[src/isa_pkg.sv]
// ==========================================================
// isa_pkg
// instruction word layout, opcode encoding and data widths
// for the in-order integer back end
// ==========================================================
package isa_pkg;

    localparam int XLEN    = 32;
    localparam int REG_AW  = 5;
    localparam int NUM_GPR = 1 << REG_AW;

    typedef enum logic [3:0] {
        OP_ADD  = 4'h0,
        OP_SUB  = 4'h1,
        OP_AND  = 4'h2,
        OP_OR   = 4'h3,
        OP_XOR  = 4'h4,
        OP_ADDI = 4'h5,
        OP_LW   = 4'h6,
        OP_SW   = 4'h7
    } op_e;

    // field positions in the instruction word
    localparam int OPC_HI = 31;
    localparam int OPC_LO = 28;
    localparam int RD_HI  = 27;
    localparam int RD_LO  = 23;
    localparam int RS1_HI = 22;
    localparam int RS1_LO = 18;
    localparam int RS2_HI = 17;
    localparam int RS2_LO = 13;
    localparam int IMM_HI = 11;
    localparam int IMM_LO = 0;
    localparam int IMM_W  = IMM_HI - IMM_LO + 1;

endpackage

[src/pipe_pkg.sv]
// ==========================================================
// pipe_pkg
// decoded control word that travels from issue to EX
// ==========================================================
package pipe_pkg;

    typedef struct packed {
        isa_pkg::op_e                op;
        logic [isa_pkg::REG_AW-1:0]  rd;
        logic [isa_pkg::REG_AW-1:0]  rs1;
        logic [isa_pkg::REG_AW-1:0]  rs2;
        // sign-extended immediate
        logic [isa_pkg::XLEN-1:0]    imm;
        logic                        write_gpr;
        logic                        mem_to_reg;
    } ex_ctrl_t;

    // no register write, no memory access
    localparam ex_ctrl_t CTRL_BUBBLE = '0;

endpackage

[src/stage_if.sv]
// ==========================================================
// stage_if
// destination, write flags and result of one pipe stage,
// watched by the hazard logic and the register file
// ==========================================================
interface stage_if;
    import isa_pkg::*;

    logic [REG_AW-1:0] rd;
    logic              write_gpr;
    logic              mem_to_reg;
    logic [XLEN-1:0]   data;

    modport drv (
        output rd,
        output write_gpr,
        output mem_to_reg,
        output data
    );

    modport mon (
        input rd,
        input write_gpr,
        input mem_to_reg,
        input data
    );

endinterface

[src/issue_stage.sv]
// ==========================================================
// issue_stage
// issue register, instruction decode and the 32-entry
// register file, which is written back from WB
// ==========================================================
module issue_stage (
    input  logic                        clk,
    input  logic                        arst_n,
    input  logic                        instr_valid,
    input  logic [isa_pkg::XLEN-1:0]    instr,
    input  logic                        stall,
    stage_if.mon                        wb,
    output logic [isa_pkg::REG_AW-1:0]  rs1,
    output logic [isa_pkg::REG_AW-1:0]  rs2,
    output pipe_pkg::ex_ctrl_t          ctrl,
    output logic [isa_pkg::XLEN-1:0]    rs1_data,
    output logic [isa_pkg::XLEN-1:0]    rs2_data
);
    import isa_pkg::*;
    import pipe_pkg::*;

    logic            ir_valid;
    logic [XLEN-1:0] ir_word;
    logic [XLEN-1:0] gpr [NUM_GPR];
    op_e             opcode;

    // issue register frozen while the pipe stalls
    always_ff @(posedge clk or negedge arst_n) begin
        if (!arst_n) begin
            ir_valid <= 1'b0;
        end else if (!stall) begin
            ir_valid <= instr_valid;
        end
    end

    always_ff @(posedge clk) begin
        if (!stall) begin
            ir_word <= instr;
        end
    end

    assign rs1    = ir_word[RS1_HI:RS1_LO];
    assign rs2    = ir_word[RS2_HI:RS2_LO];
    assign opcode = op_e'(ir_word[OPC_HI:OPC_LO]);

    // ==========================================================
    // decode
    // ==========================================================
    always_comb begin
        ctrl = CTRL_BUBBLE;
        if (ir_valid) begin
            ctrl.op  = opcode;
            ctrl.rd  = ir_word[RD_HI:RD_LO];
            ctrl.rs1 = rs1;
            ctrl.rs2 = rs2;
            ctrl.imm = {{(XLEN - IMM_W){ir_word[IMM_HI]}}, ir_word[IMM_HI:IMM_LO]};
            case (opcode)
                OP_ADD, OP_SUB, OP_AND, OP_OR, OP_XOR, OP_ADDI: begin
                    ctrl.write_gpr = 1'b1;
                end
                OP_LW: begin
                    ctrl.write_gpr  = 1'b1;
                    ctrl.mem_to_reg = 1'b1;
                end
                // store data comes from rs2
                OP_SW: begin
                    ctrl.write_gpr = 1'b0;
                end
                default: begin
                    ctrl = CTRL_BUBBLE;
                end
            endcase
            // x0 is never a destination
            if (ctrl.rd == '0) begin
                ctrl.write_gpr = 1'b0;
            end
        end
    end

    // register file keeps x0 at zero
    always_ff @(posedge clk or negedge arst_n) begin
        if (!arst_n) begin
            for (int i = 0; i < NUM_GPR; i++) begin
                gpr[i] <= '0;
            end
        end else if (wb.write_gpr && (wb.rd != '0)) begin
            gpr[wb.rd] <= wb.data;
        end
    end

    assign rs1_data = gpr[rs1];
    assign rs2_data = gpr[rs2];

endmodule

[src/flat_wrapper.sv]
// flat-port wrapper written by rule: the top's interface ports become plain ports
module issue_stage_flat import isa_pkg::*; import pipe_pkg::*;
  (clk, arst_n, instr_valid, instr, stall, rs1, rs2, ctrl, rs1_data, rs2_data, wb_rd, wb_write_gpr, wb_mem_to_reg, wb_data);
  stage_if wb_i ();
  input  logic clk;
  input  logic arst_n;
  input  logic instr_valid;
  input  logic [isa_pkg::XLEN-1:0] instr;
  input  logic stall;
  output logic [isa_pkg::REG_AW-1:0] rs1;
  output logic [isa_pkg::REG_AW-1:0] rs2;
  output pipe_pkg::ex_ctrl_t ctrl;
  output logic [isa_pkg::XLEN-1:0] rs1_data;
  output logic [isa_pkg::XLEN-1:0] rs2_data;
  input wire logic [$bits(wb_i.rd)-1:0] wb_rd;
  input wire logic [$bits(wb_i.write_gpr)-1:0] wb_write_gpr;
  input wire logic [$bits(wb_i.mem_to_reg)-1:0] wb_mem_to_reg;
  input wire logic [$bits(wb_i.data)-1:0] wb_data;
  assign wb_i.rd = wb_rd;
  assign wb_i.write_gpr = wb_write_gpr;
  assign wb_i.mem_to_reg = wb_mem_to_reg;
  assign wb_i.data = wb_data;
  issue_stage u_core (.clk(clk), .arst_n(arst_n), .instr_valid(instr_valid), .instr(instr), .stall(stall), .wb(wb_i), .rs1(rs1), .rs2(rs2), .ctrl(ctrl), .rs1_data(rs1_data), .rs2_data(rs2_data));
endmodule
[config.mk]
export PLATFORM = sky130hd
export DESIGN_NAME = issue_stage_flat
export DESIGN_NICKNAME = d
export VERILOG_FILES = /design/src/isa_pkg.sv /design/src/pipe_pkg.sv /design/src/stage_if.sv /design/src/issue_stage.sv /design/src/flat_wrapper.sv
export SDC_FILE = /design/constraint.sdc
export NUM_CORES = 2
export LEC_CHECK = 0
export BUFFER_PORTS_ARGS = -buffer_cell sky130_fd_sc_hd__buf_4
export CAP_MARGIN = 20
export CORE_MARGIN = 8
export CORE_UTILIZATION = 57
export CTS_CLUSTER_DIAMETER = 40
export DETAILED_ROUTE_END_ITERATION = 16
export GPL_ROUTABILITY_DRIVEN = 0
export PLACE_DENSITY = 0.75
export SLEW_MARGIN = 10
export SYNTH_ARGS = -nofsm -noshare
export SYNTH_HDL_FRONTEND = slang
export SYNTH_SLANG_ARGS = --single-unit
[constraint.sdc]
create_clock -name clk -period 1.9 [get_ports clk]
set_clock_uncertainty 0.2 [all_clocks]
set_input_delay 0.38 -clock clk [delete_from_list [all_inputs] [get_ports clk]]
set_output_delay 0.38 -clock clk [all_outputs]
set_load 0.005 [all_outputs]
==> metrics.txt <==
status=finished with violations; violated checks=negative setup slack; drt first-iter violations=4598; fin crit share=1.86; synth warn=0; FF+latch area=around 27000 sq um; post-synthesis cell type with the largest combined area=dfrtp_1; VDD IR-drop max=0.882 mV; WL per Instance=29.5 um; worst-path fanout max=6; Post-Syn Nets=4782; Worst setup SP type=register; core area=99600 sq um; Port Buffers=198; Layout Nets=5300; most frequent cells in the layout=1025 x dfrtp_1, 976 x mux2i_1, 975 x mux2_2; GR Util All Layers=0.334; Max-Slew Margin vs Limit=0.482; clock transition at the registers of the reported paths=0.05 ns; Die ar.=110000 sq um; Fin Setup TNS=-124.05 ns; Power per Cell Area=1050 nW/um^2; Syn Inst Count=approximately 4700; RSZ-0062 raised after global routing=yes; Ports=between 200 and 250; Starting Density=0.572; final setup violating endpoints=126; worst slack, placed=-0.923 ns; Max Clk Rate=283 MHz; TritonCTS buffer count=155; DRT Pass-1 Iters=6; most common cell after layout, fill and taps aside=dfrtp_1; setup ws final=-1.64 ns; final WL=196000 um; hpwl dp=116000 um; syn avg cell area=approximately 12 sq um; max-slew violations=0; Leak Pwr=approximately 35 nW; Critical Path RT=1.32 ns; die width=332 um; DIE HEIGHT=332 um; CTS tree=yes; largest net degree at the start of global routing=85; post-DR vias/cell=6.69; Worst-Margin Slew=0.776 ns; DRC viols=0; max-cap violations=0; Data arrival, critical path=2.96 ns; Clock Path Buffers=3; Area Overhead vs Synth=30.1%; mapped cell area=57000 sq um; H-tree depth=4; fillcell total=5950; top cell type's share of synthesized area=0.450; Hold Crit Class=input pin to register; clock sink total=roughly 1100; total congestion overflow=0; Synth area leaders=dfrtp_1 45%, mux2_2 19%, mux2i_1 18%, a22oi_1 2.5%, a22o_1 2.0%; CP Class=register to primary output; vias in the first global route=46000; CP Capture Type=primary output; Yosys reg bits=between 1000 and 1500; Hold Fails Final Rpt=0; min cycle time layout=3.54 ns; Detail Route Antenna Nets=0; first-pass GRT wire length=287000 um; Seq/Total Area, Yosys=0.466; clock root cell=clkbuf_16; proportion of layout cells with a drive suffix above 1=0.433; Via Count=44500; Netlist cell types=30; row count=116; Final Util=0.745; initial antenna violation count=2; multi-input logic area=29600 sq um; total power=0.0779 W; worst skew pair latency=about 0.76 ns
through the flow:
step	std cells	cell area [sq um]	hold slack [ns]
after floorplan	4707	57600	-0.116
after global placement	6157	63600	0.0682
after detailed placement	6157	63600	0.0735
after CTS	6607	72600	0.100
after global routing	6645	74100	0.133
final	6645	74100	0.150
worst paths after layout:
| check | end | slack, ns | start | cells after the start |
|---|---|---|---|---|
| worst max register to register | u_core.ir_valid | 0.25 | u_core.ir_valid | 3 |
| worst min register to register | u_core.gpr[1006] | 0.20 | u_core.gpr[1006] | 0 |
| min in group asynchronous | u_core.gpr[154] | 0.19 | arst_n | 3 |
| worst min-delay path | u_core.ir_word[31] | 0.15 | instr[31] | 2 |
| max in group asynchronous | u_core.gpr[479] | 0.37 | arst_n | 3 |
| worst max-delay path | rs1_data[3] | -1.64 | u_core.ir_word[18] | 10 |
state kept, by name, indices dropped and copies added, names as in the netlist:
name,flops
u_core.gpr,1024
u_core.ir_word,31
u_core.ir_valid,1
synth_stat cells:
master and number:
nand2_1 211, dfrtp_1 1025, or3b_4 1, nand2b_1 4
and3_1 1, nand3b_1 4, a31oi_1 64, conb_1 1
nor2_1 12, nand3_1 195, a21oi_1 193, buf_2 156
a22o_1 128, buf_6 1, buf_4 99, nor3_1 66
mux2i_1 1024, nor2_2 8, edfxtp_1 31, mux2_1 18
and2_1 32, or2_2 3, inv_1 1, clkbuf_1 226
nor2b_1 5, and3b_1 2, nor3b_1 4, a22oi_1 192
buf_1 25, mux2_2 975
cell type report:
class / instances / area share
Antenna cell: 1 / 0.0000337
Clock buffer: 183 / 0.0563
Clock inverter: 95 / 0.0162
Inverter: 1 / 0.0000506
Multi-Input combinational cell: 3146 / 0.400
Sequential cell: 1056 / 0.358
Tap cell: 1298 / 0.0219
Timing Repair Buffer: 865 / 0.147
kinds of logic after synthesis:
logic type	count (synthesis)	synth area share
AOI/OAI and AO/OA	577	0.0689
buffers and inverters	508	0.0435
DFF	1056	0.466
muxes	2017	0.376
other	1	0.0000658
and+or+nand+nor	548	0.0450
worst max-delay path, stage by stage, from the launching register on:
cell      delay [ns]
edfxtp_1        0.45
buf_6           0.18
buf_16          0.15
buf_12          0.14
buf_12          0.12
mux2i_1         0.13
a22o_1          0.27
nor3_2          0.34
a31oi_1         0.12
nand3_1         0.15
buf_4           0.13
what timing repair did:
action,CTS,global route
setup buffers,74,48
gates cloned,33,15
resized for setup,349,251
endpoints found under the setup margin,126,126
hold endpoints to repair,2080,0
hold buffers,68,0
pin swaps,108,152
power breakdown:
group	switching, W	internal, W	total (W)	leakage [nW]
combinational	0.00815	0.00958	0.0177	18.8
sequential	0.00381	0.0268	0.0306	13.4
clock	0.0113	0.0182	0.0296	2.57
total	0.0233	0.0546	0.0779	34.8
metal layers:
metal  share of wire  up-vias  global-route usage
met3           0.094      699              0.0777
met5               0        -                   0
met1            0.39    22700               0.426
met2            0.46     2622               0.531
met4           0.059        0               0.175
li1                -    18400                   -
Power figures use the tool's default switching activity.
