<file path="src/isa_pkg.sv">
// ==========================================================
// isa_pkg
// instruction word layout, opcode encoding and data widths
// for the in-order integer back end
// ==========================================================
package isa_pkg;

    localparam int XLEN    = 32;
    localparam int REG_AW  = 5;
    localparam int NUM_GPR = 1 << REG_AW;

    typedef enum logic [3:0] {
        OP_ADD  = 4'h0,
        OP_SUB  = 4'h1,
        OP_AND  = 4'h2,
        OP_OR   = 4'h3,
        OP_XOR  = 4'h4,
        OP_ADDI = 4'h5,
        OP_LW   = 4'h6,
        OP_SW   = 4'h7
    } op_e;

    // field positions in the instruction word
    localparam int OPC_HI = 31;
    localparam int OPC_LO = 28;
    localparam int RD_HI  = 27;
    localparam int RD_LO  = 23;
    localparam int RS1_HI = 22;
    localparam int RS1_LO = 18;
    localparam int RS2_HI = 17;
    localparam int RS2_LO = 13;
    localparam int IMM_HI = 11;
    localparam int IMM_LO = 0;
    localparam int IMM_W  = IMM_HI - IMM_LO + 1;

endpackage

</file>
<file path="src/stage_if.sv">
// ==========================================================
// stage_if
// destination, write flags and result of one pipe stage,
// watched by the hazard logic and the register file
// ==========================================================
interface stage_if;
    import isa_pkg::*;

    logic [REG_AW-1:0] rd;
    logic              write_gpr;
    logic              mem_to_reg;
    logic [XLEN-1:0]   data;

    modport drv (
        output rd,
        output write_gpr,
        output mem_to_reg,
        output data
    );

    modport mon (
        input rd,
        input write_gpr,
        input mem_to_reg,
        input data
    );

endinterface

</file>
<file path="src/mem_forward.sv">
// ==========================================================
// mem_forward
// hazard detection, bypass data selection and the global
// stall for the whole pipe
// ==========================================================
module mem_forward (
    input  logic                        instr_valid,
    input  logic                        mem_rvalid,
    input  logic                        mem_wready,
    input  logic [isa_pkg::REG_AW-1:0]  id_rs1,
    input  logic [isa_pkg::REG_AW-1:0]  id_rs2,
    input  logic [isa_pkg::REG_AW-1:0]  ex_rs1,
    input  logic [isa_pkg::REG_AW-1:0]  ex_rs2,
    stage_if.mon                        mem_bus,
    stage_if.mon                        wb_bus,
    input  logic [isa_pkg::XLEN-1:0]    mem_rdata,
    output logic                        stall,
    output logic                        flush_me,
    output logic                        ex_hazard_rs1,
    output logic                        ex_hazard_rs2,
    output logic [isa_pkg::XLEN-1:0]    ex_data_rs1,
    output logic [isa_pkg::XLEN-1:0]    ex_data_rs2,
    output logic                        seg_hazard_rs1,
    output logic                        seg_hazard_rs2,
    output logic [isa_pkg::XLEN-1:0]    seg_data_rs1,
    output logic [isa_pkg::XLEN-1:0]    seg_data_rs2
);
    import isa_pkg::*;

    logic              mem_live;
    logic              wb_live;
    logic              first_rs1, first_rs2;
    logic              load_use_rs1, load_use_rs2;
    logic              second_rs1, second_rs2;
    logic [REG_AW-1:0] seg_rs1, seg_rs2;

    // a stage bypasses only when it writes a real register
    assign mem_live = mem_bus.write_gpr && (mem_bus.rd != '0);
    assign wb_live  = wb_bus.write_gpr && (wb_bus.rd != '0);

    // first stage takes the ALU result sitting in MEM
    assign first_rs1 = mem_live && !mem_bus.mem_to_reg && (ex_rs1 == mem_bus.rd);
    assign first_rs2 = mem_live && !mem_bus.mem_to_reg && (ex_rs2 == mem_bus.rd);

    // load-use takes the memory read data from MEM
    assign load_use_rs1 = mem_live && mem_bus.mem_to_reg && (ex_rs1 == mem_bus.rd);
    assign load_use_rs2 = mem_live && mem_bus.mem_to_reg && (ex_rs2 == mem_bus.rd);

    // second stage forwards the WB result into EX
    assign second_rs1 = wb_live && (ex_rs1 == wb_bus.rd);
    assign second_rs2 = wb_live && (ex_rs2 == wb_bus.rd);

    assign ex_hazard_rs1 = first_rs1 | load_use_rs1 | second_rs1;
    assign ex_hazard_rs2 = first_rs2 | load_use_rs2 | second_rs2;

    // MEM holds the younger result and wins over WB
    assign ex_data_rs1 = first_rs1    ? mem_bus.data :
                         load_use_rs1 ? mem_rdata    :
                         second_rs1   ? wb_bus.data  : '0;
    assign ex_data_rs2 = first_rs2    ? mem_bus.data :
                         load_use_rs2 ? mem_rdata    :
                         second_rs2   ? wb_bus.data  : '0;

    // ==========================================================
    // third stage forwards the WB result into the segment register
    // ==========================================================
    // under stall the segment register keeps its instruction
    assign seg_rs1 = stall ? ex_rs1 : id_rs1;
    assign seg_rs2 = stall ? ex_rs2 : id_rs2;

    assign seg_hazard_rs1 = wb_live && (seg_rs1 == wb_bus.rd);
    assign seg_hazard_rs2 = wb_live && (seg_rs2 == wb_bus.rd);
    assign seg_data_rs1   = {XLEN{seg_hazard_rs1}} & wb_bus.data;
    assign seg_data_rs2   = {XLEN{seg_hazard_rs2}} & wb_bus.data;

    // whole pipe freezes until fetch and memory are both done
    assign stall    = !(instr_valid && mem_rvalid && mem_wready);
    assign flush_me = stall;

endmodule

</file>
<file path="src/flat_wrapper.sv">
// flat-port wrapper written by rule: the top's interface ports become plain ports
module mem_forward_flat import isa_pkg::*;
  (instr_valid, mem_rvalid, mem_wready, id_rs1, id_rs2, ex_rs1, ex_rs2, mem_rdata, stall, flush_me, ex_hazard_rs1, ex_hazard_rs2, ex_data_rs1, ex_data_rs2, seg_hazard_rs1, seg_hazard_rs2, seg_data_rs1, seg_data_rs2, mem_bus_rd, mem_bus_write_gpr, mem_bus_mem_to_reg, mem_bus_data, wb_bus_rd, wb_bus_write_gpr, wb_bus_mem_to_reg, wb_bus_data);
  stage_if mem_bus_i ();
  stage_if wb_bus_i ();
  input  logic instr_valid;
  input  logic mem_rvalid;
  input  logic mem_wready;
  input  logic [isa_pkg::REG_AW-1:0] id_rs1;
  input  logic [isa_pkg::REG_AW-1:0] id_rs2;
  input  logic [isa_pkg::REG_AW-1:0] ex_rs1;
  input  logic [isa_pkg::REG_AW-1:0] ex_rs2;
  input  logic [isa_pkg::XLEN-1:0] mem_rdata;
  output logic stall;
  output logic flush_me;
  output logic ex_hazard_rs1;
  output logic ex_hazard_rs2;
  output logic [isa_pkg::XLEN-1:0] ex_data_rs1;
  output logic [isa_pkg::XLEN-1:0] ex_data_rs2;
  output logic seg_hazard_rs1;
  output logic seg_hazard_rs2;
  output logic [isa_pkg::XLEN-1:0] seg_data_rs1;
  output logic [isa_pkg::XLEN-1:0] seg_data_rs2;
  input wire logic [$bits(mem_bus_i.rd)-1:0] mem_bus_rd;
  input wire logic [$bits(mem_bus_i.write_gpr)-1:0] mem_bus_write_gpr;
  input wire logic [$bits(mem_bus_i.mem_to_reg)-1:0] mem_bus_mem_to_reg;
  input wire logic [$bits(mem_bus_i.data)-1:0] mem_bus_data;
  input wire logic [$bits(wb_bus_i.rd)-1:0] wb_bus_rd;
  input wire logic [$bits(wb_bus_i.write_gpr)-1:0] wb_bus_write_gpr;
  input wire logic [$bits(wb_bus_i.mem_to_reg)-1:0] wb_bus_mem_to_reg;
  input wire logic [$bits(wb_bus_i.data)-1:0] wb_bus_data;
  assign mem_bus_i.rd = mem_bus_rd;
  assign mem_bus_i.write_gpr = mem_bus_write_gpr;
  assign mem_bus_i.mem_to_reg = mem_bus_mem_to_reg;
  assign mem_bus_i.data = mem_bus_data;
  assign wb_bus_i.rd = wb_bus_rd;
  assign wb_bus_i.write_gpr = wb_bus_write_gpr;
  assign wb_bus_i.mem_to_reg = wb_bus_mem_to_reg;
  assign wb_bus_i.data = wb_bus_data;
  mem_forward u_core (.instr_valid(instr_valid), .mem_rvalid(mem_rvalid), .mem_wready(mem_wready), .id_rs1(id_rs1), .id_rs2(id_rs2), .ex_rs1(ex_rs1), .ex_rs2(ex_rs2), .mem_bus(mem_bus_i), .wb_bus(wb_bus_i), .mem_rdata(mem_rdata), .stall(stall), .flush_me(flush_me), .ex_hazard_rs1(ex_hazard_rs1), .ex_hazard_rs2(ex_hazard_rs2), .ex_data_rs1(ex_data_rs1), .ex_data_rs2(ex_data_rs2), .seg_hazard_rs1(seg_hazard_rs1), .seg_hazard_rs2(seg_hazard_rs2), .seg_data_rs1(seg_data_rs1), .seg_data_rs2(seg_data_rs2));
endmodule
</file>
<file path="config.mk">
export PLATFORM = sky130hd
export DESIGN_NAME = mem_forward_flat
export DESIGN_NICKNAME = d
export VERILOG_FILES = /design/src/isa_pkg.sv /design/src/stage_if.sv /design/src/mem_forward.sv /design/src/flat_wrapper.sv
export SDC_FILE = /design/constraint.sdc
export NUM_CORES = 1
export LEC_CHECK = 0
export ABC_CLOCK_PERIOD_IN_PS = 2000
export BUFFER_PORTS_ARGS = -buffer_cell sky130_fd_sc_hd__buf_4
export CAP_MARGIN = 5
export CORE_AREA = 2 2 103 105
export DETAILED_ROUTE_END_ITERATION = 6
export DIE_AREA = 0 0 105 107
export PLACE_DENSITY_LB_ADDON = 0.25
export SYNTH_ARGS = -nofsm -noshare
export SYNTH_HDL_FRONTEND = slang
export SYNTH_SLANG_ARGS = --single-unit
</file>
<file path="constraint.sdc">
create_clock -name vclk -period 2
set_input_delay 0.4 -clock vclk [all_inputs]
set_output_delay 0.4 -clock vclk [all_outputs]
set_load 0.05 [all_outputs]
</file>
==> summary.md <==
| Metric | Value |
|---|---|
| Wire length of the first global-routing pass | `23310 um` |
| # fillers | `721` |
| Worst slew slack as a fraction of its limit | `74.82%` |
| Sequential cell area | `0 um^2` |
| Minimum clock period | `2.446 ns` |
| Number of cells in the finished layout apart from fillers | `802` |
| Area leader, netlist | `mux2i_1` |
| Crit. End Element | `output pin` |
| Hold Slack | `1.181 ns` |
| Chip width | `105 um` |
| DRC viols | `0` |
| Slowest stage cell, crit path | `or4_4` |
| Total wire length | `15830 um` |
| Final Cycle Share | `122.3%` |
| Critical path launch point type | `input port` |
| Final HPWL DP | `12310 um` |
| Die H | `107 um` |
| Final cell area excluding filler cells | `7311 um^2` |
| Fraction of the yosys area taken by sequential cells | `0%` |
| Top cells by area, synth | `mux2i_1, a21oi_1, a31o_1` |
| Number of placement rows | `37` |
| Final slew viol count | `0` |
| Final ANT Viol Nets | `0` |
| Starting density of the core | `24.06%` |
| Number of buffer cells added on primary ports | `266` |
| Mean cell area of the mapped netlist | `6.617 um^2` |
| Final Hold Violating Endpoints | `0` |
| Number of warnings printed during yosys synthesis | `0` |
| Number of instances in the synthesized netlist | `367` |
| Clock tree buffer count of the final layout | `0` |
| CORE AREA | `10090 um^2` |
| Crit path arrival time | `2.05 ns` |
| Nets@finish | `801` |
| Mapped cell area | `2429 um^2` |
| Share of Yosys cell area claimed by the top area cell type | `26.79%` |
| Worst Path Max Fanout | `20` |
| Achievable Freq | `0.4088 GHz` |
| Aggregate global-route resource usage | `25.41%` |
| Number of flip-flops and latches | `0` |
| Count of vias placed by the detailed router | `4324` |
| Maximum number of pins on one net before global-route repair | `67` |
| Initial antenna violation count | `0` |
| Placer Congestion | `0.8642` |
| Unrepaired setup endpoints after global routing | `yes` |
| Critical path class | `in -> out` |
| Least-Margin Pin Slew | `0.3672 ns` |
| Iteration-0 DRC Markers | `155` |
| VDD IR max | `0.0001106 V` |
| Vias in the first global route | `4376` |
| Number of top-level pins | `267` |
| Post-route worst setup slack | `-0.4460 ns` |
| Static Leakage | `2.913 nW` |
| Overall overflow remaining after global route | `0` |
| Maxcap violations | `0` |
| Status | `finished, violations left` |
| Number of search-and-repair iterations in the first detailed-routing pass | `4` |
| Final setup violation count | `132` |
| Failing checks | `setup timing` |
| Number of instances in the placed design | `799` |
| Share of final-layout standard cells stronger than drive strength 1 | `74.77%` |
| Number of distinct library cells after synthesis | `27` |
| N_diodes | `0` |
| Post-DR wirelength/cell | `19.74 um` |
| Chain of cells forming the critical path | `buf_8 -> or4_4 -> o211ai_4 -> or2_4 -> buf_12 -> a31o_2 -> buf_6` |
| Required time at the endpoint of the critical path | `1.60 ns` |
| Maximum cell stage delay along the critical path | `0.55 ns` |
| Syn_nets | `500` |
| DR vias/cell | `5.392` |
| Post-Place Cell Area | `6643 um^2` |
| Post-synthesis to final-layout area growth | `201.0%` |
| Pwr dens | `170.4 nW/um^2` |
| Die ar. | `11240 um^2` |
| Tightest Hold Check Type | `in -> out` |
final cells by class:
cell class	count	area, um^2	area share [%]
inverters	2	11.26	0.1540
multi-input cells	313	3657	50.03
well taps	136	170.2	2.328
repair buffers	351	3472	47.49
worst max-delay path: cells and delay by family:
| kind | cells | cell delay (ns) |
|---|---|---|
| AOI/OAI and AO/OA | 2 | 0.42 |
| and+or+nand+nor | 2 | 0.77 |
| buffers and inverters | 3 | 0.44 |
repair_timing:
| item | in CTS | in global routing |
|---|---|---|
| hold buffers | 0 | 0 |
| setup endpoints to repair | 132 | 132 |
| buffers inserted | 1 | 1 |
| gates resized for setup | 100 | 62 |
| cloned | 0 | 1 |
| pin swaps | 3 | 2 |
per-layer routing:
metal | up-vias | routed length, um | global-route usage [%]
li1 | 1983 | - | -
met1 | 2076 | 5861 | 29.61
met2 | 223 | 8564 | 49.54
met3 | 42 | 946 | 2.796
met4 | 0 | 460 | 5.524
met5 | - | 0 | 0
per-stage QoR:
| stage | setup slack, ns | TNS (ns) | total power [W] | utilization, % |
|---|---|---|---|---|
| 6_report | -0.4460 | -40.78 | 0.001246 | 72.44 |
| 5_1_grt | -0.4843 | -47.61 | 0.001308 | 72.44 |
| 4_1_cts | -0.4557 | -43.16 | 0.001215 | 69.72 |
| 3_5_place_dp | -0.5950 | -58.36 | 0.001177 | 65.82 |
| 3_3_place_gp | -0.5406 | -53.54 | 0.001157 | 65.82 |
| 2_1_floorplan | -0.3975 | -38.62 | 0.0006443 | - |
worst paths after layout:
path | from | endpoint | cells after the start
max | mem_bus_rd[0] | ex_data_rs1[1] | 7
min | wb_bus_data[17] | ex_data_rs1[17] | 3
cells in the final DEF, fill, tap and decap left out, drive strengths merged, types with 2 or more instances in the layout:
cell / instances
mux2i: 65
nand2: 34
xor2: 19
nor2: 2
nor3: 34
a21oi: 66
a31o: 32
xnor2: 11
and3: 2
buf: 350
nor4: 3
nand3: 4
nand4: 35
cell families (layout without fill, tap and decap cells):
family	count (synthesis)	in the layout	synth area share, %
mux	65	65	26.79
compound gates	102	102	26.48
simple gates	116	116	25.35
xor+xnor	30	30	10.82
buf+inv	54	353	10.56
synth_stat cells, drive strengths merged:
library cell / count
o21ai: 1
xnor2: 11
nor4: 3
o211ai: 1
xor2: 19
a31o: 32
a21boi: 1
buf: 20
or4: 1
a21oi: 66
nor2: 2
nor3: 34
or2: 1
o21bai: 1
and3: 2
clkbuf: 32
mux2i: 65
nand4: 35
nand2: 34
inv: 2
nand3: 4
power by group:
part,switching [W],internal (W),total (W)
Clock,0,0,0
Combinational,0.000680,0.000566,0.00125
Sequential,0,0,0
Total,0.000680,0.000566,0.00125
No activity file was read; power rests on OpenSTA's default activity.
