### src/isa_pkg.sv
// ==========================================================
// isa_pkg
// instruction word layout, opcode encoding and data widths
// for the in-order integer back end
// ==========================================================
package isa_pkg;

    localparam int XLEN    = 32;
    localparam int REG_AW  = 5;
    localparam int NUM_GPR = 1 << REG_AW;

    typedef enum logic [3:0] {
        OP_ADD  = 4'h0,
        OP_SUB  = 4'h1,
        OP_AND  = 4'h2,
        OP_OR   = 4'h3,
        OP_XOR  = 4'h4,
        OP_ADDI = 4'h5,
        OP_LW   = 4'h6,
        OP_SW   = 4'h7
    } op_e;

    // field positions in the instruction word
    localparam int OPC_HI = 31;
    localparam int OPC_LO = 28;
    localparam int RD_HI  = 27;
    localparam int RD_LO  = 23;
    localparam int RS1_HI = 22;
    localparam int RS1_LO = 18;
    localparam int RS2_HI = 17;
    localparam int RS2_LO = 13;
    localparam int IMM_HI = 11;
    localparam int IMM_LO = 0;
    localparam int IMM_W  = IMM_HI - IMM_LO + 1;

endpackage

### src/pipe_pkg.sv
// ==========================================================
// pipe_pkg
// decoded control word that travels from issue to EX
// ==========================================================
package pipe_pkg;

    typedef struct packed {
        isa_pkg::op_e                op;
        logic [isa_pkg::REG_AW-1:0]  rd;
        logic [isa_pkg::REG_AW-1:0]  rs1;
        logic [isa_pkg::REG_AW-1:0]  rs2;
        // sign-extended immediate
        logic [isa_pkg::XLEN-1:0]    imm;
        logic                        write_gpr;
        logic                        mem_to_reg;
    } ex_ctrl_t;

    // no register write, no memory access
    localparam ex_ctrl_t CTRL_BUBBLE = '0;

endpackage

### src/stage_if.sv
// ==========================================================
// stage_if
// destination, write flags and result of one pipe stage,
// watched by the hazard logic and the register file
// ==========================================================
interface stage_if;
    import isa_pkg::*;

    logic [REG_AW-1:0] rd;
    logic              write_gpr;
    logic              mem_to_reg;
    logic [XLEN-1:0]   data;

    modport drv (
        output rd,
        output write_gpr,
        output mem_to_reg,
        output data
    );

    modport mon (
        input rd,
        input write_gpr,
        input mem_to_reg,
        input data
    );

endinterface

### src/exec_mem_wb.sv
// ==========================================================
// exec_mem_wb
// ALU, EX-MEM register, data memory with a fixed access
// latency, MEM-WB register and write-back
// ==========================================================
module exec_mem_wb #(
    parameter int MEM_DEPTH = 64,
    parameter int MEM_LAT   = 2
) (
    input  logic                      clk,
    input  logic                      arst_n,
    input  logic                      stall,
    input  logic                      flush_me,
    input  pipe_pkg::ex_ctrl_t        ctrl,
    input  logic [isa_pkg::XLEN-1:0]  op_a,
    input  logic [isa_pkg::XLEN-1:0]  op_b,
    input  logic                      ex_hazard_rs1,
    input  logic                      ex_hazard_rs2,
    input  logic [isa_pkg::XLEN-1:0]  ex_data_rs1,
    input  logic [isa_pkg::XLEN-1:0]  ex_data_rs2,
    stage_if.drv                      mem_bus,
    stage_if.drv                      wb_bus,
    output logic [isa_pkg::XLEN-1:0]  mem_rdata,
    output logic                      mem_rvalid,
    output logic                      mem_wready
);
    import isa_pkg::*;

    localparam int AW    = $clog2(MEM_DEPTH);
    localparam int CNT_W = $clog2(MEM_LAT + 1);

    logic [XLEN-1:0]   src_a, src_b, alu_out;
    op_e               em_op;
    logic [REG_AW-1:0] em_rd;
    logic              em_wgpr, em_m2r;
    logic [XLEN-1:0]   em_alu, em_sdata;
    logic [CNT_W-1:0]  wait_cnt;
    logic [AW-1:0]     mem_idx;
    logic [XLEN-1:0]   dmem [MEM_DEPTH];
    logic [REG_AW-1:0] wb_rd;
    logic              wb_wgpr, wb_m2r;
    logic [XLEN-1:0]   wb_data;

    // ==========================================================
    // EX
    // ==========================================================
    assign src_a = ex_hazard_rs1 ? ex_data_rs1 : op_a;
    assign src_b = ex_hazard_rs2 ? ex_data_rs2 : op_b;

    always_comb begin
        case (ctrl.op)
            OP_ADD:                alu_out = src_a + src_b;
            OP_SUB:                alu_out = src_a - src_b;
            OP_AND:                alu_out = src_a & src_b;
            OP_OR:                 alu_out = src_a | src_b;
            OP_XOR:                alu_out = src_a ^ src_b;
            // addi and the load/store address
            OP_ADDI, OP_LW, OP_SW: alu_out = src_a + ctrl.imm;
            default:               alu_out = '0;
        endcase
    end

    always_ff @(posedge clk or negedge arst_n) begin
        if (!arst_n) begin
            em_op   <= OP_ADD;
            em_rd   <= '0;
            em_wgpr <= 1'b0;
            em_m2r  <= 1'b0;
        end else if (!stall) begin
            em_op   <= ctrl.op;
            em_rd   <= ctrl.rd;
            em_wgpr <= ctrl.write_gpr;
            em_m2r  <= ctrl.mem_to_reg;
        end
    end

    always_ff @(posedge clk) begin
        if (!stall) begin
            em_alu   <= alu_out;
            em_sdata <= src_b;
        end
    end

    // ==========================================================
    // MEM
    // ==========================================================
    // word address wraps at the memory size
    assign mem_idx   = AW'((em_alu >> 2) % MEM_DEPTH);
    assign mem_rdata = dmem[mem_idx];

    // access wait loaded as a load or store enters MEM
    always_ff @(posedge clk or negedge arst_n) begin
        if (!arst_n) begin
            wait_cnt <= '0;
        end else if (!stall) begin
            wait_cnt <= (ctrl.op == OP_LW || ctrl.op == OP_SW) ? CNT_W'(MEM_LAT) : '0;
        end else if (wait_cnt != '0) begin
            wait_cnt <= wait_cnt - 1'b1;
        end
    end

    assign mem_rvalid = !((em_op == OP_LW) && (wait_cnt != '0));
    assign mem_wready = !((em_op == OP_SW) && (wait_cnt != '0));

    // store commits once, on the edge it leaves MEM
    always_ff @(posedge clk) begin
        if (!stall && (em_op == OP_SW)) begin
            dmem[mem_idx] <= em_sdata;
        end
    end

    assign mem_bus.rd         = em_rd;
    assign mem_bus.write_gpr  = em_wgpr;
    assign mem_bus.mem_to_reg = em_m2r;
    assign mem_bus.data       = em_alu;

    // ==========================================================
    // WB
    // ==========================================================
    // bubble while the pipe is frozen
    always_ff @(posedge clk or negedge arst_n) begin
        if (!arst_n) begin
            wb_rd   <= '0;
            wb_wgpr <= 1'b0;
            wb_m2r  <= 1'b0;
        end else if (flush_me) begin
            wb_rd   <= '0;
            wb_wgpr <= 1'b0;
            wb_m2r  <= 1'b0;
        end else begin
            wb_rd   <= em_rd;
            wb_wgpr <= em_wgpr;
            wb_m2r  <= em_m2r;
        end
    end

    always_ff @(posedge clk) begin
        if (!flush_me) begin
            wb_data <= em_m2r ? mem_rdata : em_alu;
        end
    end

    assign wb_bus.rd         = wb_rd;
    assign wb_bus.write_gpr  = wb_wgpr;
    assign wb_bus.mem_to_reg = wb_m2r;
    assign wb_bus.data       = wb_data;

endmodule

### src/flat_wrapper.sv
// flat-port wrapper written by rule: the top's interface ports become plain ports
module exec_mem_wb_flat import isa_pkg::*;
#(
    parameter int MEM_DEPTH = 64,
    parameter int MEM_LAT   = 2
)
  (clk, arst_n, stall, flush_me, ctrl, op_a, op_b, ex_hazard_rs1, ex_hazard_rs2, ex_data_rs1, ex_data_rs2, mem_rdata, mem_rvalid, mem_wready, mem_bus_rd, mem_bus_write_gpr, mem_bus_mem_to_reg, mem_bus_data, wb_bus_rd, wb_bus_write_gpr, wb_bus_mem_to_reg, wb_bus_data);
  stage_if mem_bus_i ();
  stage_if wb_bus_i ();
  input  logic clk;
  input  logic arst_n;
  input  logic stall;
  input  logic flush_me;
  input  pipe_pkg::ex_ctrl_t ctrl;
  input  logic [isa_pkg::XLEN-1:0] op_a;
  input  logic [isa_pkg::XLEN-1:0] op_b;
  input  logic ex_hazard_rs1;
  input  logic ex_hazard_rs2;
  input  logic [isa_pkg::XLEN-1:0] ex_data_rs1;
  input  logic [isa_pkg::XLEN-1:0] ex_data_rs2;
  output logic [isa_pkg::XLEN-1:0] mem_rdata;
  output logic mem_rvalid;
  output logic mem_wready;
  output wire logic [$bits(mem_bus_i.rd)-1:0] mem_bus_rd;
  output wire logic [$bits(mem_bus_i.write_gpr)-1:0] mem_bus_write_gpr;
  output wire logic [$bits(mem_bus_i.mem_to_reg)-1:0] mem_bus_mem_to_reg;
  output wire logic [$bits(mem_bus_i.data)-1:0] mem_bus_data;
  output wire logic [$bits(wb_bus_i.rd)-1:0] wb_bus_rd;
  output wire logic [$bits(wb_bus_i.write_gpr)-1:0] wb_bus_write_gpr;
  output wire logic [$bits(wb_bus_i.mem_to_reg)-1:0] wb_bus_mem_to_reg;
  output wire logic [$bits(wb_bus_i.data)-1:0] wb_bus_data;
  assign mem_bus_rd = mem_bus_i.rd;
  assign mem_bus_write_gpr = mem_bus_i.write_gpr;
  assign mem_bus_mem_to_reg = mem_bus_i.mem_to_reg;
  assign mem_bus_data = mem_bus_i.data;
  assign wb_bus_rd = wb_bus_i.rd;
  assign wb_bus_write_gpr = wb_bus_i.write_gpr;
  assign wb_bus_mem_to_reg = wb_bus_i.mem_to_reg;
  assign wb_bus_data = wb_bus_i.data;
  exec_mem_wb #(.MEM_DEPTH(MEM_DEPTH), .MEM_LAT(MEM_LAT)) u_core (.clk(clk), .arst_n(arst_n), .stall(stall), .flush_me(flush_me), .ctrl(ctrl), .op_a(op_a), .op_b(op_b), .ex_hazard_rs1(ex_hazard_rs1), .ex_hazard_rs2(ex_hazard_rs2), .ex_data_rs1(ex_data_rs1), .ex_data_rs2(ex_data_rs2), .mem_bus(mem_bus_i), .wb_bus(wb_bus_i), .mem_rdata(mem_rdata), .mem_rvalid(mem_rvalid), .mem_wready(mem_wready));
endmodule
### config.mk
export PLATFORM = sky130hd
export DESIGN_NAME = exec_mem_wb_flat
export DESIGN_NICKNAME = d
export VERILOG_FILES = /design/src/isa_pkg.sv /design/src/pipe_pkg.sv /design/src/stage_if.sv /design/src/exec_mem_wb.sv /design/src/flat_wrapper.sv
export SDC_FILE = /design/constraint.sdc
export NUM_CORES = 2
export LEC_CHECK = 0
export BUFFER_PORTS_ARGS = -buffer_cell sky130_fd_sc_hd__buf_2
export CAP_MARGIN = 25
export CORE_MARGIN = 1
export CORE_UTILIZATION = 40
export DETAILED_ROUTE_END_ITERATION = 8
export GPL_TIMING_DRIVEN = 0
export PLACE_DENSITY_LB_ADDON = 0.2
export SYNTH_ARGS = -nofsm -noshare
export SYNTH_HDL_FRONTEND = slang
export SYNTH_SLANG_ARGS = --single-unit
### constraint.sdc
create_clock -name clk -period 4.7 [get_ports clk]
set_input_delay 0.47 -clock clk [delete_from_list [all_inputs] [get_ports clk]]
set_output_delay 0.47 -clock clk [all_outputs]
set_load 0.03 [all_outputs]
==> impl_metrics.ini <==
[setup_path]
r2r-end = u_core.wb_bus.data[5]
worstPathRequired_ps = 4230
crit_path_end_kind = primary output
critPathMaxFanout = 10
crit_path_start_kind = register
reg2reg_slack_ps = 760
worstPathArrival_ps = 4200
r2r_cells = 9
worstSetupPathType = register to primary output

[drt]
met2RoutedLength_um = 125000
antenna_left = 0
routed.top_layer = met4
vias_per_cell = 5.87
drt_iter0_markers = 5693
dr_wl_met3_um = 20800
dr.pass1.iters = 5
drcViolationCount = 0
wl_met1_um = 110000
wl_per_cell_um = 34.6
num_vias = 44900
routed_wirelength_um = 264000

[cells_and_area]
largest_register_ffs = 2048
nNetsFinal = 4917
syn2layout_area_growth_pct = 19.9
fillers = 17500
drive_gt1_frac = 0.364
top_register = u_core.dmem
post-route-util = 0.484
finalInstanceArea_mm2 = 0.104

[pwr]
power_density_mw_per_mm2 = 457
ir_worst_vdd_mv = 0.339
p_leak_uw = 0.0336

[clocking]
clockBufferDepth = 3
h-tree-depth = 4
cts_sinks = 2170
insertion_delay_ps = 870
numCtsBuffers = 217
tritoncts = built
clk_root_buffer_cell = clkbuf_16
clkTransAtPathRegs_ps = 60

[floorplan]
row_count = 170
die_w_um = 468
dieArea_mm2 = 0.219
start_util = 0.404
io_pins = 299
die_height_um = 468
core_area_mm2 = 0.215

[min_path]
min_path_cells = 3
min_to = u_core.em_sdata[18]
holdCritStartpoint = ex_data_rs2[18]
hold_class = input pin to register

[place]
place_area_mm2 = 0.0968
hpwl_um = 189000
io_buffers = 286
gp_congestion = 0.908

[global_route]
grt_usage = 0.241
overflow = 0
grt_pass1_wl_um = 362000
antenna_found_initial = 24
grt_pass1_vias = 44300
grt_max_degree = 64

[sta]
finalSetupTns_ps = 0
setup_violations = 0
finalClockSkew_ps = 52.7
maxSlewHeadroom = 0.248
grt_setup_unrepaired = no
finalMaxSlewViolations = 0
fmax_mhz = 214
period_minus_slack_ps = 4670
period_share = 0.994
finalHoldViolCount = 0
worst_pin_slew_ps = 1130

[yosys]
yosys.area.top_type = edfxtp_1
netlist_area_mm2 = 0.0870
synth_cells = 3888
ys_types = 61
ys_seq_area_frac = 0.748
avgSynthCellArea_um2 = 22.4
netlist_top_cells_count = edfxtp_1 (2144), mux4_2 (663), clkbuf_1 (123)
ys.flop_type = edfxtp_1
synth_edf_count = 2144
ys_seq_elements = 2170
yosys-top-cells-area = edfxtp_1 (74%), mux4_2 (17%), ha_1 (1.5%)
yosysTopAreaCellShare = 0.740
yosysMostFrequentCell = edfxtp_1
ys_async_sr_fraction = 0.00922
yosys_warnings = 0
synthesis.nets = 4180

[run_status]
status = completed

[flow_run]
drv_cap = 0
## layer usage
| metal | GRT usage | up-vias |
|---|---|---|
| met5 | 0 | - |
| met4 | 0.0721 | 0 |
| met3 | 0.0460 | 326 |
| met2 | 0.377 | 2002 |
| met1 | 0.344 | 24500 |
| li1 | - | 18100 |
## stage by stage
step | std cells | setup WS, ps | hold slack, ps | power [uW]
after detailed placement | 7218 | -1580 | 434 | 31400
after global placement | 7012 | -2120 | 433 | 30700
final | 7648 | 30.0 | 44.8 | 47600
after global routing | 7639 | 2.19 | 28.5 | 48900
after floorplan | 3888 | 6.71 | 174 | 27000
after CTS | 7636 | 2.75 | 2.45 | 47900
## critical path: stages, from the launching register on
cell and delay (ps):
dfxtp_1 330, clkbuf_8 260, clkbuf_4 380, clkbuf_2 430, mux4_2 390, mux4_2 610
mux4_2 680, buf_6 220
## worst max-delay path by stage
stage / from / endpoint / slack [ps] / depth (start not counted)
6_report: register / mem_rdata[29] / 30 / 7
3_3_place_gp: register / mem_rdata[10] / -2120 / 8
5_1_grt: register / mem_rdata[3] / 2 / 8
4_1_cts: register / mem_rdata[15] / 3 / 10
3_5_place_dp: ex_hazard_rs2 / u_core.mem_bus.data[24] / -1580 / 22
2_1_floorplan: ex_hazard_rs2 / u_core.mem_bus.data[29] / 7 / 25
## cell type report
cell class                      instances  area, um2  share of cell area
Sequential cell                      2170      65000               0.624
Timing Repair Buffer                  519       6070              0.0582
Multi-Input combinational cell       1445      21600               0.207
Clock inverter                        115        938             0.00900
Antenna cell                            9       22.5            0.000216
Buffer                                196       1100              0.0106
Tap cell                             2838       3550              0.0341
Clock buffer                          280       5700              0.0547
Inverter                               76        288             0.00276
## report_power, final
part           internal [uW]  total [uW]  switching (uW)
Sequential             21700       22000             278
Combinational           3700        9230            5540
Clock                   8960       16400            7420
## logic make-up after synthesis
group                    synth area share
buffers and inverters              0.0121
adder cells (fa/ha/maj)            0.0152
multiplexers                        0.188
AND/OR/NAND/NOR                    0.0150
XOR/XNOR                          0.00593
AO/OA/AOI/OAI                      0.0163
flip-flops                          0.748
## cells in the final DEF (no fill, tap or decap), types with 18 or more instances in the layout
cell type,count
clkbuf_16,218
buf_2,306
clkbuf_4,18
buf_8,58
buf_16,76
clkinv_2,36
clkbuf_1,121
xnor2_1,40
nor2_4,65
nor2_1,49
o21ai_0,25
a22oi_1,24
buf_12,70
mux2_2,55
edfxtp_1,2144
mux2i_1,57
ha_1,102
clkinv_1,49
a21oi_1,37
mux4_2,663
clkbuf_2,39
buf_4,35
o221ai_1,51
nand2_1,77
nor3_1,18
dfrtp_1,20
inv_1,73
## repair_timing
item                                    in CTS  in global routing
setup buffers                               11                  1
endpoints found under the hold margin       39                  0
pin swaps                                    3                  5
gates resized for setup                    264                 41
hold buffers                                13                  0
endpoints found under the setup margin      74                 19
Note: power is estimated with default switching activity, not from simulation.
